**src/common/prf_settings.svh**
```systemverilog
// sizing macros for the physical register file; include before using prf_pkg or any prf block.
`ifndef PRF_SETTINGS_SVH
`define PRF_SETTINGS_SVH

// datapath width of one physical register.
`define PRF_DW        64

// physical tag width, 64 registers.
`define PRF_AW        6

// instructions issued per cycle.
`define PRF_ISSUE     2

// two source operands per issued instruction.
`define PRF_NUM_READ  4

// result ports from the execution units.
`define PRF_NUM_WB    2

`endif

```
**src/common/prf_pkg.sv**
```systemverilog
// packet types shared by the operand-read stage, the register file and the testbench.
`include "prf_settings.svh"

package prf_pkg;

   // one issue slot, sampled as a read request when valid is high.
   typedef struct packed {
      logic                valid;  // slot carries an instruction.
      logic [`PRF_AW-1:0]  src0;   // first source tag.
      logic [`PRF_AW-1:0]  src1;   // second source tag.
   } issue_t;

   // one writeback port.
   typedef struct packed {
      logic                we;     // write strobe.
      logic [`PRF_AW-1:0]  waddr;  // destination tag, never zero.
      logic [`PRF_DW-1:0]  wdata;  // result.
   } wb_t;

   // one read port of the array.
   typedef struct packed {
      logic                re;     // load enable of the read register.
      logic [`PRF_AW-1:0]  raddr;  // tag to read.
   } rd_port_t;

   // operands returned one cycle after issue.
   typedef struct packed {
      logic                valid;  // follows the issue valid of the cycle before.
      logic [`PRF_DW-1:0]  src0;   // first source value.
      logic [`PRF_DW-1:0]  src1;   // second source value.
   } operand_t;

endpackage

```
**src/verilog/operand_read.sv**
```systemverilog
// operand-read stage; issues prf reads and forwards writebacks that land in the read cycle.
`timescale 1ns/1ns
`include "prf_settings.svh"

module operand_read
(
   input  logic                                     clk,
   input  logic                                     reset,
   input  prf_pkg::issue_t [`PRF_ISSUE-1:0]         issue,     // from the scheduler.
   input  prf_pkg::wb_t [`PRF_NUM_WB-1:0]           wb,        // same-cycle results.
   output prf_pkg::rd_port_t [`PRF_NUM_READ-1:0]    rd,        // to prf.
   input  logic [`PRF_NUM_READ-1:0][`PRF_DW-1:0]    rdata,     // from prf, one cycle later.
   output prf_pkg::operand_t [`PRF_ISSUE-1:0]       operands   // to execution.
);

   localparam NIS = `PRF_ISSUE;
   localparam NRD = `PRF_NUM_READ;
   localparam NWB = `PRF_NUM_WB;

   logic [NRD-1:0]              hit_d;    // read tag matches a live writeback.
   logic [NRD-1:0][`PRF_DW-1:0] fwd_d;    // matching writeback data.
   logic [NRD-1:0]              hit_q;    // forward select for the next cycle.
   logic [NRD-1:0][`PRF_DW-1:0] fwd_q;    // forwarded data.
   logic [NIS-1:0]              valid_q;  // slot valids delayed one cycle.

   // slot k owns read ports 2k (src0) and 2k+1 (src1).
   generate
      for (genvar k = 0; k < NIS; k++)
      begin : gen_rd
         assign rd[2*k].re      = issue[k].valid;
         assign rd[2*k].raddr   = issue[k].src0;
         assign rd[2*k+1].re    = issue[k].valid;
         assign rd[2*k+1].raddr = issue[k].src1;
      end
   endgenerate

   // bypass compare. array reads old data this cycle, so catch the new value here.
   always_comb
   begin
      for (int p = 0; p < NRD; p++)
      begin
         hit_d[p] = 1'b0;
         fwd_d[p] = '0;
         for (int w = 0; w < NWB; w++)
         begin
            if (rd[p].re && wb[w].we && (wb[w].waddr == rd[p].raddr))
            begin
               hit_d[p] = 1'b1;
               fwd_d[p] = wb[w].wdata;  // higher port overrides lower.
            end
         end
      end
   end

   always_ff @(posedge clk)
   begin
      if (reset)
      begin
         hit_q   <= '0;  // select the prf path, which reads zero.
         valid_q <= '0;
      end
      else
      begin
         hit_q <= hit_d;
         for (int k = 0; k < NIS; k++)
         begin
            valid_q[k] <= issue[k].valid;
         end
      end
   end

   always_ff @(posedge clk)
   begin
      fwd_q <= fwd_d;  // only read when hit_q is set.
   end

   // final operand mux.
   generate
      for (genvar k = 0; k < NIS; k++)
      begin : gen_op
         assign operands[k].valid = valid_q[k];
         assign operands[k].src0  = hit_q[2*k]   ? fwd_q[2*k]   : rdata[2*k];
         assign operands[k].src1  = hit_q[2*k+1] ? fwd_q[2*k+1] : rdata[2*k+1];
      end
   endgenerate

endmodule

```
**config.mk**
```make
export PLATFORM = sky130hd
export DESIGN_NAME = operand_read
export DESIGN_NICKNAME = d
export VERILOG_FILES = /design/src/common/prf_pkg.sv /design/src/verilog/operand_read.sv
export VERILOG_INCLUDE_DIRS = /design/src /design/src/common
export SDC_FILE = /design/constraint.sdc
export NUM_CORES = 1
export LEC_CHECK = 0
export BUFFER_PORTS_ARGS = -buffer_cell sky130_fd_sc_hd__buf_2
export CORE_AREA = 4 4 271 273
export DETAILED_ROUTE_END_ITERATION = 8
export DIE_AREA = 0 0 275 277
export PLACE_DENSITY_LB_ADDON = 0.2
export SYNTH_ARGS = -nofsm -noshare
export SYNTH_HDL_FRONTEND = slang
export SYNTH_SLANG_ARGS = --single-unit
```
**constraint.sdc**
```tcl
create_clock -name clk -period 2.4 [get_ports clk]
set_clock_uncertainty 0.1 [all_clocks]
set_input_delay 0.48 -clock clk [delete_from_list [all_inputs] [get_ports clk]]
set_output_delay 0.48 -clock clk [all_outputs]
set_load 0.1 [all_outputs]
```
==> reports/results.txt, run 1 <==
Finished Layout Cells - 3011
first-pass GRT wire length - 109 mm
setup violators final - 11
synthesized cell area - 14500 um2
Mapped Nets - 1760
Gate Count Post-Synth - 1334
Die W - 275 um
Post-synth EDFFs - 0
GR Util met2 - 0.354
Pre-antenna DRT Iters - 5
Initial Utilization - 0.204
Antenna Violating Nets Remaining - 0
syn avg cell area - 10.9 um2
Hold Vio Cnt, Final - 0
wire per inst - 27.0 um
share of cells above drive strength 1 - 0.647
Async SR Flop Fraction - 0
total vias in the final route - 13595
H-tree Lvls - 2
grt met1 use - 0.237
vias in the first global route - 14868
Setup WS post-layout - -0.0339 ns
clock root cell - clkbuf_16
cell mode on critical path - buf_12
die area - 76200 um2
status - complete, but fails checks
FP Rows - 98
worst vdd ir - 0.000365 V
critical path fanouts, max - 8
Max Fclk - 0.411 GHz
final hold slack - 0.0942 ns
post-synth top area cell - dfxtp_1
Worst path max stage delay - 0.39 ns
Power, Total - 14000 uW
Post-DP HPWL - 54.8 mm
Total GRT Usage - 0.197
Yosys warnings - 0
CTS buffer count - 34
post-synthesis sequential area ratio - 0.362
Worst-path clk slew - 0.06 ns
CP max stage cell - dfxtp_4
Hold Crit Class - in -> reg
Post-Route WL - 81.4 mm
fin nets - 2461
core area - 71100 um2
Critical Path RT - 1.82 ns
Crit Path Class - reg -> out
Slew @ Worst Pin - 0.629 ns
Synth top area share - 0.362
hold buffers post-CTS - 0
Synth Flop Type - dfxtp_1
area grow syn2layout - 71.2%
most used routing layer in global routing - met2
P per Cell Area - 564 nW/um2
CP startpoint kind - flop
initial antenna violation count - 9
CTS tree - built
GRT Residual Overflow - 0
most numerous cell in the Yosys netlist - mux2_2
largest net degree at the start of global routing - 66
DRC Markers - 0
setup_tns - -0.157 ns
slew margin rel. - 0.581
top cells by count, synth - mux2_2 (354), dfxtp_1 (262), and3_1 (124), mux2_4 (86), nand2_1 (85)
fraction of met3 tracks used by global routing - 0.0358
Top delay family on crit path - buffers and inverters
cells taking the most area after synthesis - dfxtp_1 (36%), mux2_2 (28%), mux2_4 (8.9%)
Slew Limit Fails - 0
failing checks - setup timing
critical path buffer and inverter count - 4
# clock sinks - 262
crit end category - output port
Die Ht - 277 um
crit-path cells - buf_12 > buf_16 > buf_12 > mux2_4 > buf_12
RSZ-0062 raised after global routing - yes
placed insts - 2907
PortBufs - 711
crit path DAT - 1.85 ns
DR iter-0 viols - 650
Netlist cell types - 34
register bit total from synthesis - 262
Max Cap Viol - 0
min Tclk post-route - 2.43 ns
global placer's final weighted congestion - 0.877
final period utilization - 1.01
Clock Tree Buf Depth - 3
DR vias/cell - 4.52
Leak Pwr - 0.0119 uW
I/O Pins - 712
## cell usage in the layout, fill, tap and decap left out, types with 13 or more instances in the layout
cell type,count
buf_2,455
dfxtp_1,258
mux2_4,239
mux2_2,201
buf_12,188
and3_1,122
buf_6,93
nand2_1,83
nor3_1,78
buf_4,45
clkbuf_16,38
mux2i_1,31
a32o_1,25
xnor2_1,24
xor2_1,20
buf_16,19
nand3_1,18
nand4_1,17
mux2_1,16
inv_1,13
## flip-flops by register name (all words and copies together) (netlist names)
name,flops
hit_q,4
valid_q,2
fwd_q,256
## final timing paths
kind                to  depth (start not counted)           startpoint
min   fwd_q[0]$_DFF_P_                          2               wb[71]
max      operands[167]                          5  hit_q[3]$_SDFF_PP0_
## area by class of cell
type | instances | area, um2
Inverter | 13 | 48.8
Multi-Input combinational cell | 910 | 9000
Fill cell | 7086 | 46300
Tap cell | 950 | 1190
Sequential cell | 262 | 5260
Timing Repair Buffer | 814 | 8200
Clock inverter | 11 | 135
Antenna cell | 6 | 15.0
Clock buffer | 45 | 952
## stage by stage
step | util | worst slack [ns] | instance area (um2)
floorplan | - | 0.297 | 14500
global placement | 0.274 | -0.0495 | 19500
detailed placement | 0.274 | -0.0395 | 19500
CTS | 0.328 | -0.0827 | 23300
global route | 0.349 | -0.0966 | 24800
finish | 0.349 | -0.0339 | 24800
## logic make-up after synthesis
logic type / share of synthesized area
compound gates: 0.0190
xor+xnor: 0.0301
buf+inv: 0.0616
flops: 0.362
mux: 0.398
simple gates: 0.129
## what timing repair did
| item | CTS | global route |
|---|---|---|
| setup endpoints to repair | 246 | 191 |
| setup buffers | 23 | 2 |
| gates cloned | 16 | 5 |
| resized for setup | 617 | 342 |
## layer usage
metal / vias up / routed length [um]
met5: - / 33
met1: 6745 / 33100
met3: 109 / 4170
met2: 562 / 41800
met4: 4 / 2320
li1: 6175 / -
## power breakdown
| part | switching, uW | leakage [uW] | internal, uW |
|---|---|---|---|
| Combinational | 3000 | 0.00927 | 1470 |
| Sequential | 15.6 | 0.00211 | 4370 |
| Clock | 2120 | 0.000537 | 3020 |
(Power assumes the default switching activity.)
==> run 2: changes to the inputs <==
--- a/config.mk
+++ b/config.mk
@@ -11,6 +11,7 @@
 export DETAILED_ROUTE_END_ITERATION = 8
 export DIE_AREA = 0 0 275 277
 export PLACE_DENSITY_LB_ADDON = 0.2
+export RECOVER_POWER = 25
 export SYNTH_ARGS = -nofsm -noshare
 export SYNTH_HDL_FRONTEND = slang
 export SYNTH_SLANG_ARGS = --single-unit
==> run 2 against run 1 <==
The flow still finishes with violations (setup timing). First-iteration DRC count is 3.7% lower. Sequential power is essentially flat. Final area shrank 0.67%. Clock power hardly changed. Combinational power is essentially flat. Highest routed layer unchanged.
==> reports/results.txt, run 2 (synthesis results as in run 1) <==
area grow syn2layout - 70.1%
Finished Layout Cells - 3011 (unchanged)
commonest cells after routing, fill and taps aside - buf_2 (440), dfxtp_1 (258), mux2_4 (229)
CP startpoint kind - flop
FP Rows - 98 (unchanged)
initial antenna violation count - 9 (unchanged)
Biggest register - fwd_q
Worst path max stage delay - 0.39 ns (about the same)
final period utilization - 1.01 (-0.00513)
Largest register FFs - 256 (unchanged)
commonest non-fill, non-tap cell in the layout - buf_2
largest net degree at the start of global routing - 66 (unchanged)
failing checks - setup timing
slew margin rel. - 0.0141 (-0.567)
I/O Pins - 712 (unchanged)
fin nets - 2461 (unchanged)
DR vias/cell - 4.49 (-0.54%)
die area - 76200 um2 (unchanged)
Total GRT Usage - 0.197 (unchanged)
Max Fclk - 0.413 GHz (+0.51%)
Core Util, Final - 0.346 (-0.00232)
Max Cap Viol - 0 (unchanged)
Post-DP HPWL - 54.8 mm (unchanged)
cell mode on critical path - buf_12
P per Cell Area - 567 nW/um2 (+0.55%)
Clock Tree Buf Depth - 3 (unchanged)
global placer's final weighted congestion - 0.877 (unchanged)
first-pass GRT wire length - 109 mm (unchanged)
Crit Path Class - reg -> out
Slew @ Worst Pin - 1.48 ns (+0.850 ns)
total vias in the final route - 13522 (-0.54%)
RSZ-0062 raised after global routing - yes
Hold Vio Cnt, Final - 0 (unchanged)
critical path buffer and inverter count - 4 (unchanged)
PortBufs - 711 (unchanged)
Die Ht - 277 um (unchanged)
Top delay family on crit path - buffers and inverters
setup_tns - -0.100 ns (+0.0569 ns)
crit end category - output port
Pre-antenna DRT Iters - 5 (unchanged)
H-tree Lvls - 2 (unchanged)
status - complete, but fails checks
min Tclk post-route - 2.42 ns (-0.0123 ns)
Initial Utilization - 0.204 (unchanged)
hold buffers post-CTS - 0 (unchanged)
CTS tree - built
biggest regs - fwd_q: 256 flops, hit_q: 4 flops, valid_q: 2 flops
setup violators final - 11 (unchanged)
DR iter-0 viols - 626 (-3.7%)
worst vdd ir - 0.000362 V (-0.75%)
vias in the first global route - 14868 (unchanged)
clock root cell - clkbuf_16
Filler cells - 7117 (+0.44%)
core area - 71100 um2 (unchanged)
DRC Markers - 0 (unchanged)
Antenna Violating Nets Remaining - 0 (unchanged)
CP max stage cell - dfxtp_4
wire per inst - 27.0 um (about the same)
Post-Route WL - 81.4 mm (about the same)
Hold Crit Class - in -> reg
crit-path cells - buf_12 > buf_16 > buf_12 > mux2_4 > buf_12
Critical Path RT - 1.82 ns (about the same)
crit path DAT - 1.84 ns (about the same)
GRT Residual Overflow - 0 (unchanged)
placed insts - 2907 (unchanged)
Slew Limit Fails - 0 (unchanged)
Setup WS post-layout - -0.0216 ns (+0.0123 ns)
CTS buffer count - 34 (unchanged)
# clock sinks - 262 (unchanged)
Die W - 275 um (unchanged)
Leak Pwr - 0.0118 uW (-0.91%)
critical path fanouts, max - 8 (unchanged)
share of cells above drive strength 1 - 0.633 (-0.0136)
Worst-path clk slew - 0.06 ns (about the same)
-- run 2: metrics by stage --
stage	hold slack (ns)	instance area [um2]	setup slack (ns)	total power [uW]
floorplan	0.449	14500	0.297	7090
global placement	0.611	19500	-0.0495	8190
detailed placement	0.625	19500	-0.0395	8190
CTS	0.0454	23300	-0.0827	13900
global route	0.0733	24600	-0.0966	14400
finish	0.0962	24600	-0.0216	14000
-- run 2: cell type report --
class	count	area, um2	area share
multi-input combinational	910	8950	0.363
timing repair buffer	814	8090	0.328
sequential	262	5260	0.214
tap	950	1190	0.0482
clock buffer	45	952	0.0386
clock inverter	11	135	0.00549
inverter	13	48.8	0.00198
antenna	6	15.0	0.000609
-- run 2: final timing paths --
path | startpoint | end | depth (start not counted)
setup / recovery | hit_q[3]$_SDFF_PP0_ | operands[167] | 5
hold / removal | wb[71] | fwd_q[0]$_DFF_P_ | 2
-- run 2: what timing repair did --
action                     4_1_cts  5_1_grt
gates cloned                    16        5
setup endpoints to repair      246      191
gates resized for setup        617      342
setup buffers                   23        2
-- run 2: report_power, final --
group	internal, uW	switching [uW]
Clock	3020	2120
Sequential	4370	15.6
Combinational	1460	2990
Total	8850	5120
-- run 2: metal layers --
layer  global-route usage  share of wire  vias to the layer above
met5                    0        0.00041                        -
li1                     -              -                     6182
met1                0.237           0.40                     6685
met4               0.0604          0.028                        4
met3               0.0358          0.053                      107
met2                0.354           0.51                      544
==> run 3: changes to the inputs <==
==> constraint.sdc (replaced) <==
create_clock -name clk -period 2.4 [get_ports clk]
set_clock_uncertainty 0.1 [all_clocks]
set_input_delay 0.6 -clock clk [delete_from_list [all_inputs] [get_ports clk]]
set_output_delay 0.6 -clock clk [all_outputs]
set_load 0.1 [all_outputs]
==> run 3 against run 2 <==
The flow still finishes with violations (setup timing). First-iteration DRC count fell by 11%. Clock power rose by 6.8%. Sequential cell count did not move. Final cell count rose by 0.30%. Combinational power fell by 2%. Routed wire length fell by 4.1%. Worst setup slack got worse by 0.086 ns. Critical path depth fell by 2. Utilization fell by 0.70 points. Critical path type unchanged. Critical endpoint is now operands[225]. Highest routed layer unchanged.
==> reports/results.txt, run 3 (synthesis results as in run 1) <==
worst vdd ir - 0.000370 V (+2.1%)
Max Fclk - 0.399 GHz (-3.4%)
Die Ht - 277 um (unchanged)
Hold Crit Class - in -> reg
Crit Path Class - reg -> out
min Tclk post-route - 2.51 ns (+0.0860 ns)
GRT Residual Overflow - 0 (unchanged)
Leak Pwr - 0.0116 uW (-2.0%)
DR iter-0 viols - 557 (-11%)
# clock sinks - 262 (unchanged)
Initial Utilization - 0.204 (unchanged)
commonest cells after routing, fill and taps aside - buf_2 (454), dfxtp_1 (258), mux2_2 (237)
Largest register FFs - 256 (unchanged)
DRC Markers - 0 (unchanged)
Hold Vio Cnt, Final - 0 (unchanged)
Total GRT Usage - 0.187 (-0.00944)
crit path DAT - 1.81 ns (-0.03 ns)
CTS buffer count - 34 (unchanged)
Worst path max stage delay - 0.41 ns (+0.02 ns)
I/O Pins - 712 (unchanged)
Biggest register - fwd_q
setup violators final - 241 (+230)
H-tree Lvls - 2 (unchanged)
core area - 71100 um2 (unchanged)
Sw Pwr - 5050 uW (-1.4%)
CTS tree - built
Reg power frac - 0.308 (-0.006)
Worst-path clk slew - 0.06 ns (about the same)
Critical Path RT - 1.70 ns (-0.12 ns)
RSZ-0062 raised after global routing - yes
Setup WS post-layout - -0.108 ns (-0.0860 ns)
Antenna Violating Nets Remaining - 0 (unchanged)
crit end category - output port
Pre-antenna DRT Iters - 5 (unchanged)
failing checks - setup timing
slew margin rel. - 0.315 (+0.301)
area grow syn2layout - 66.6%
Max Cap Viol - 0 (unchanged)
Clock power frac - 0.385 (+0.018)
Post-DP HPWL - 54.3 mm (-0.80%)
clock root cell - clkbuf_16
global placer's final weighted congestion - 0.877 (about the same)
Combinational Power Share - 0.307 (-0.012)
vias in the first global route - 14653 (-1.4%)
total vias in the final route - 13537 (+0.11%)
biggest regs - fwd_q: 256 flops, hit_q: 4 flops, valid_q: 2 flops
Sw Ratio - 0.355 (-0.0117)
CP max stage cell - dfxtp_4
crit-path cells - buf_16 > mux2_2 > buf_6
critical path fanouts, max - 31 (+23)
commonest non-fill, non-tap cell in the layout - buf_2
setup_tns - -11.23 ns (-11.13 ns)
fin nets - 2465 (+0.16%)
Die W - 275 um (unchanged)
die area - 76200 um2 (unchanged)
initial antenna violation count - 15 (+6)
internal cell power - 9180 uW (+3.7%)
Core Util, Final - 0.339 (-0.00704)
DR vias/cell - 4.48 (-0.19%)
share of cells above drive strength 1 - 0.640 (+0.00672)
final period utilization - 1.04 (+0.0358)
Clock Tree Buf Depth - 3 (unchanged)
largest net degree at the start of global routing - 37 (-44%)
status - complete, but fails checks
Slew @ Worst Pin - 1.03 ns (-0.451 ns)
CP startpoint kind - flop
first-pass GRT wire length - 104 mm (-3.9%)
wire per inst - 25.8 um (-4.4%)
PortBufs - 711 (unchanged)
P per Cell Area - 590 nW/um2 (+4.0%)
Post-Route WL - 78.1 mm (-4.1%)
FP Rows - 98 (unchanged)
Slew Limit Fails - 0 (unchanged)
-- run 3: cell type report --
class	count	area [um2]
clock buffer	46	987
fill	7154	47000
clock inverter	11	190
tap	950	1190
multi-input combinational	910	8830
sequential	262	5260
antenna	10	25.0
inverter	13	48.8
timing repair buffer	818	7610
-- run 3: power groups by stage --
stage                     Clock (uW)  Sequential (uW)  Combinational, uW
after floorplan                    0             4490               2600
after global placement             0             4490               3720
after detailed placement           0             4480               3720
after CTS                       5670             4390               4050
after global routing            5790             4390               4510
final                           5480             4390               4370
-- run 3: final timing paths --
| check | from | endpoint | cells past startpoint |
|---|---|---|---|
| setup / recovery | hit_q[2]$_SDFF_PP0_ | operands[225] | 3 |
| hold / removal | wb[99] | fwd_q[28]$_DFF_P_ | 2 |
-- run 3: routing by layer --
metal	track usage	part of all wire
met1	0.225	0.40
met2	0.337	0.51
met3	0.0360	0.058
met4	0.0554	0.030
met5	0	0.00092
-- run 3: stage by stage --
stage                     power, uW  cells  setup WS (ns)  cell area, um2  hold slack (ns)
after floorplan                7090   1334          0.177           14500            0.569
after global placement         8200   2930         -0.364           19700            0.732
after detailed placement       8210   2930         -0.260           19700            0.735
after CTS                     14100   3002         -0.193           22600            0.161
after global routing          14700   3014         -0.165           24100            0.174
final                         14200   3020         -0.108           24100            0.209
-- run 3: timing repair --
action	4_1_cts	5_1_grt
resized for setup	445	385
endpoints found under the setup margin	256	256
cloned	8	6
buffers inserted	7	3
hold buffers	0	0
-- run 3: critical path: cells and delay by family, from the launching register on --
kind | cells | cell delay [ns]
buf+inv | 2 | 0.41
flops | 1 | 0.41
mux | 1 | 0.40
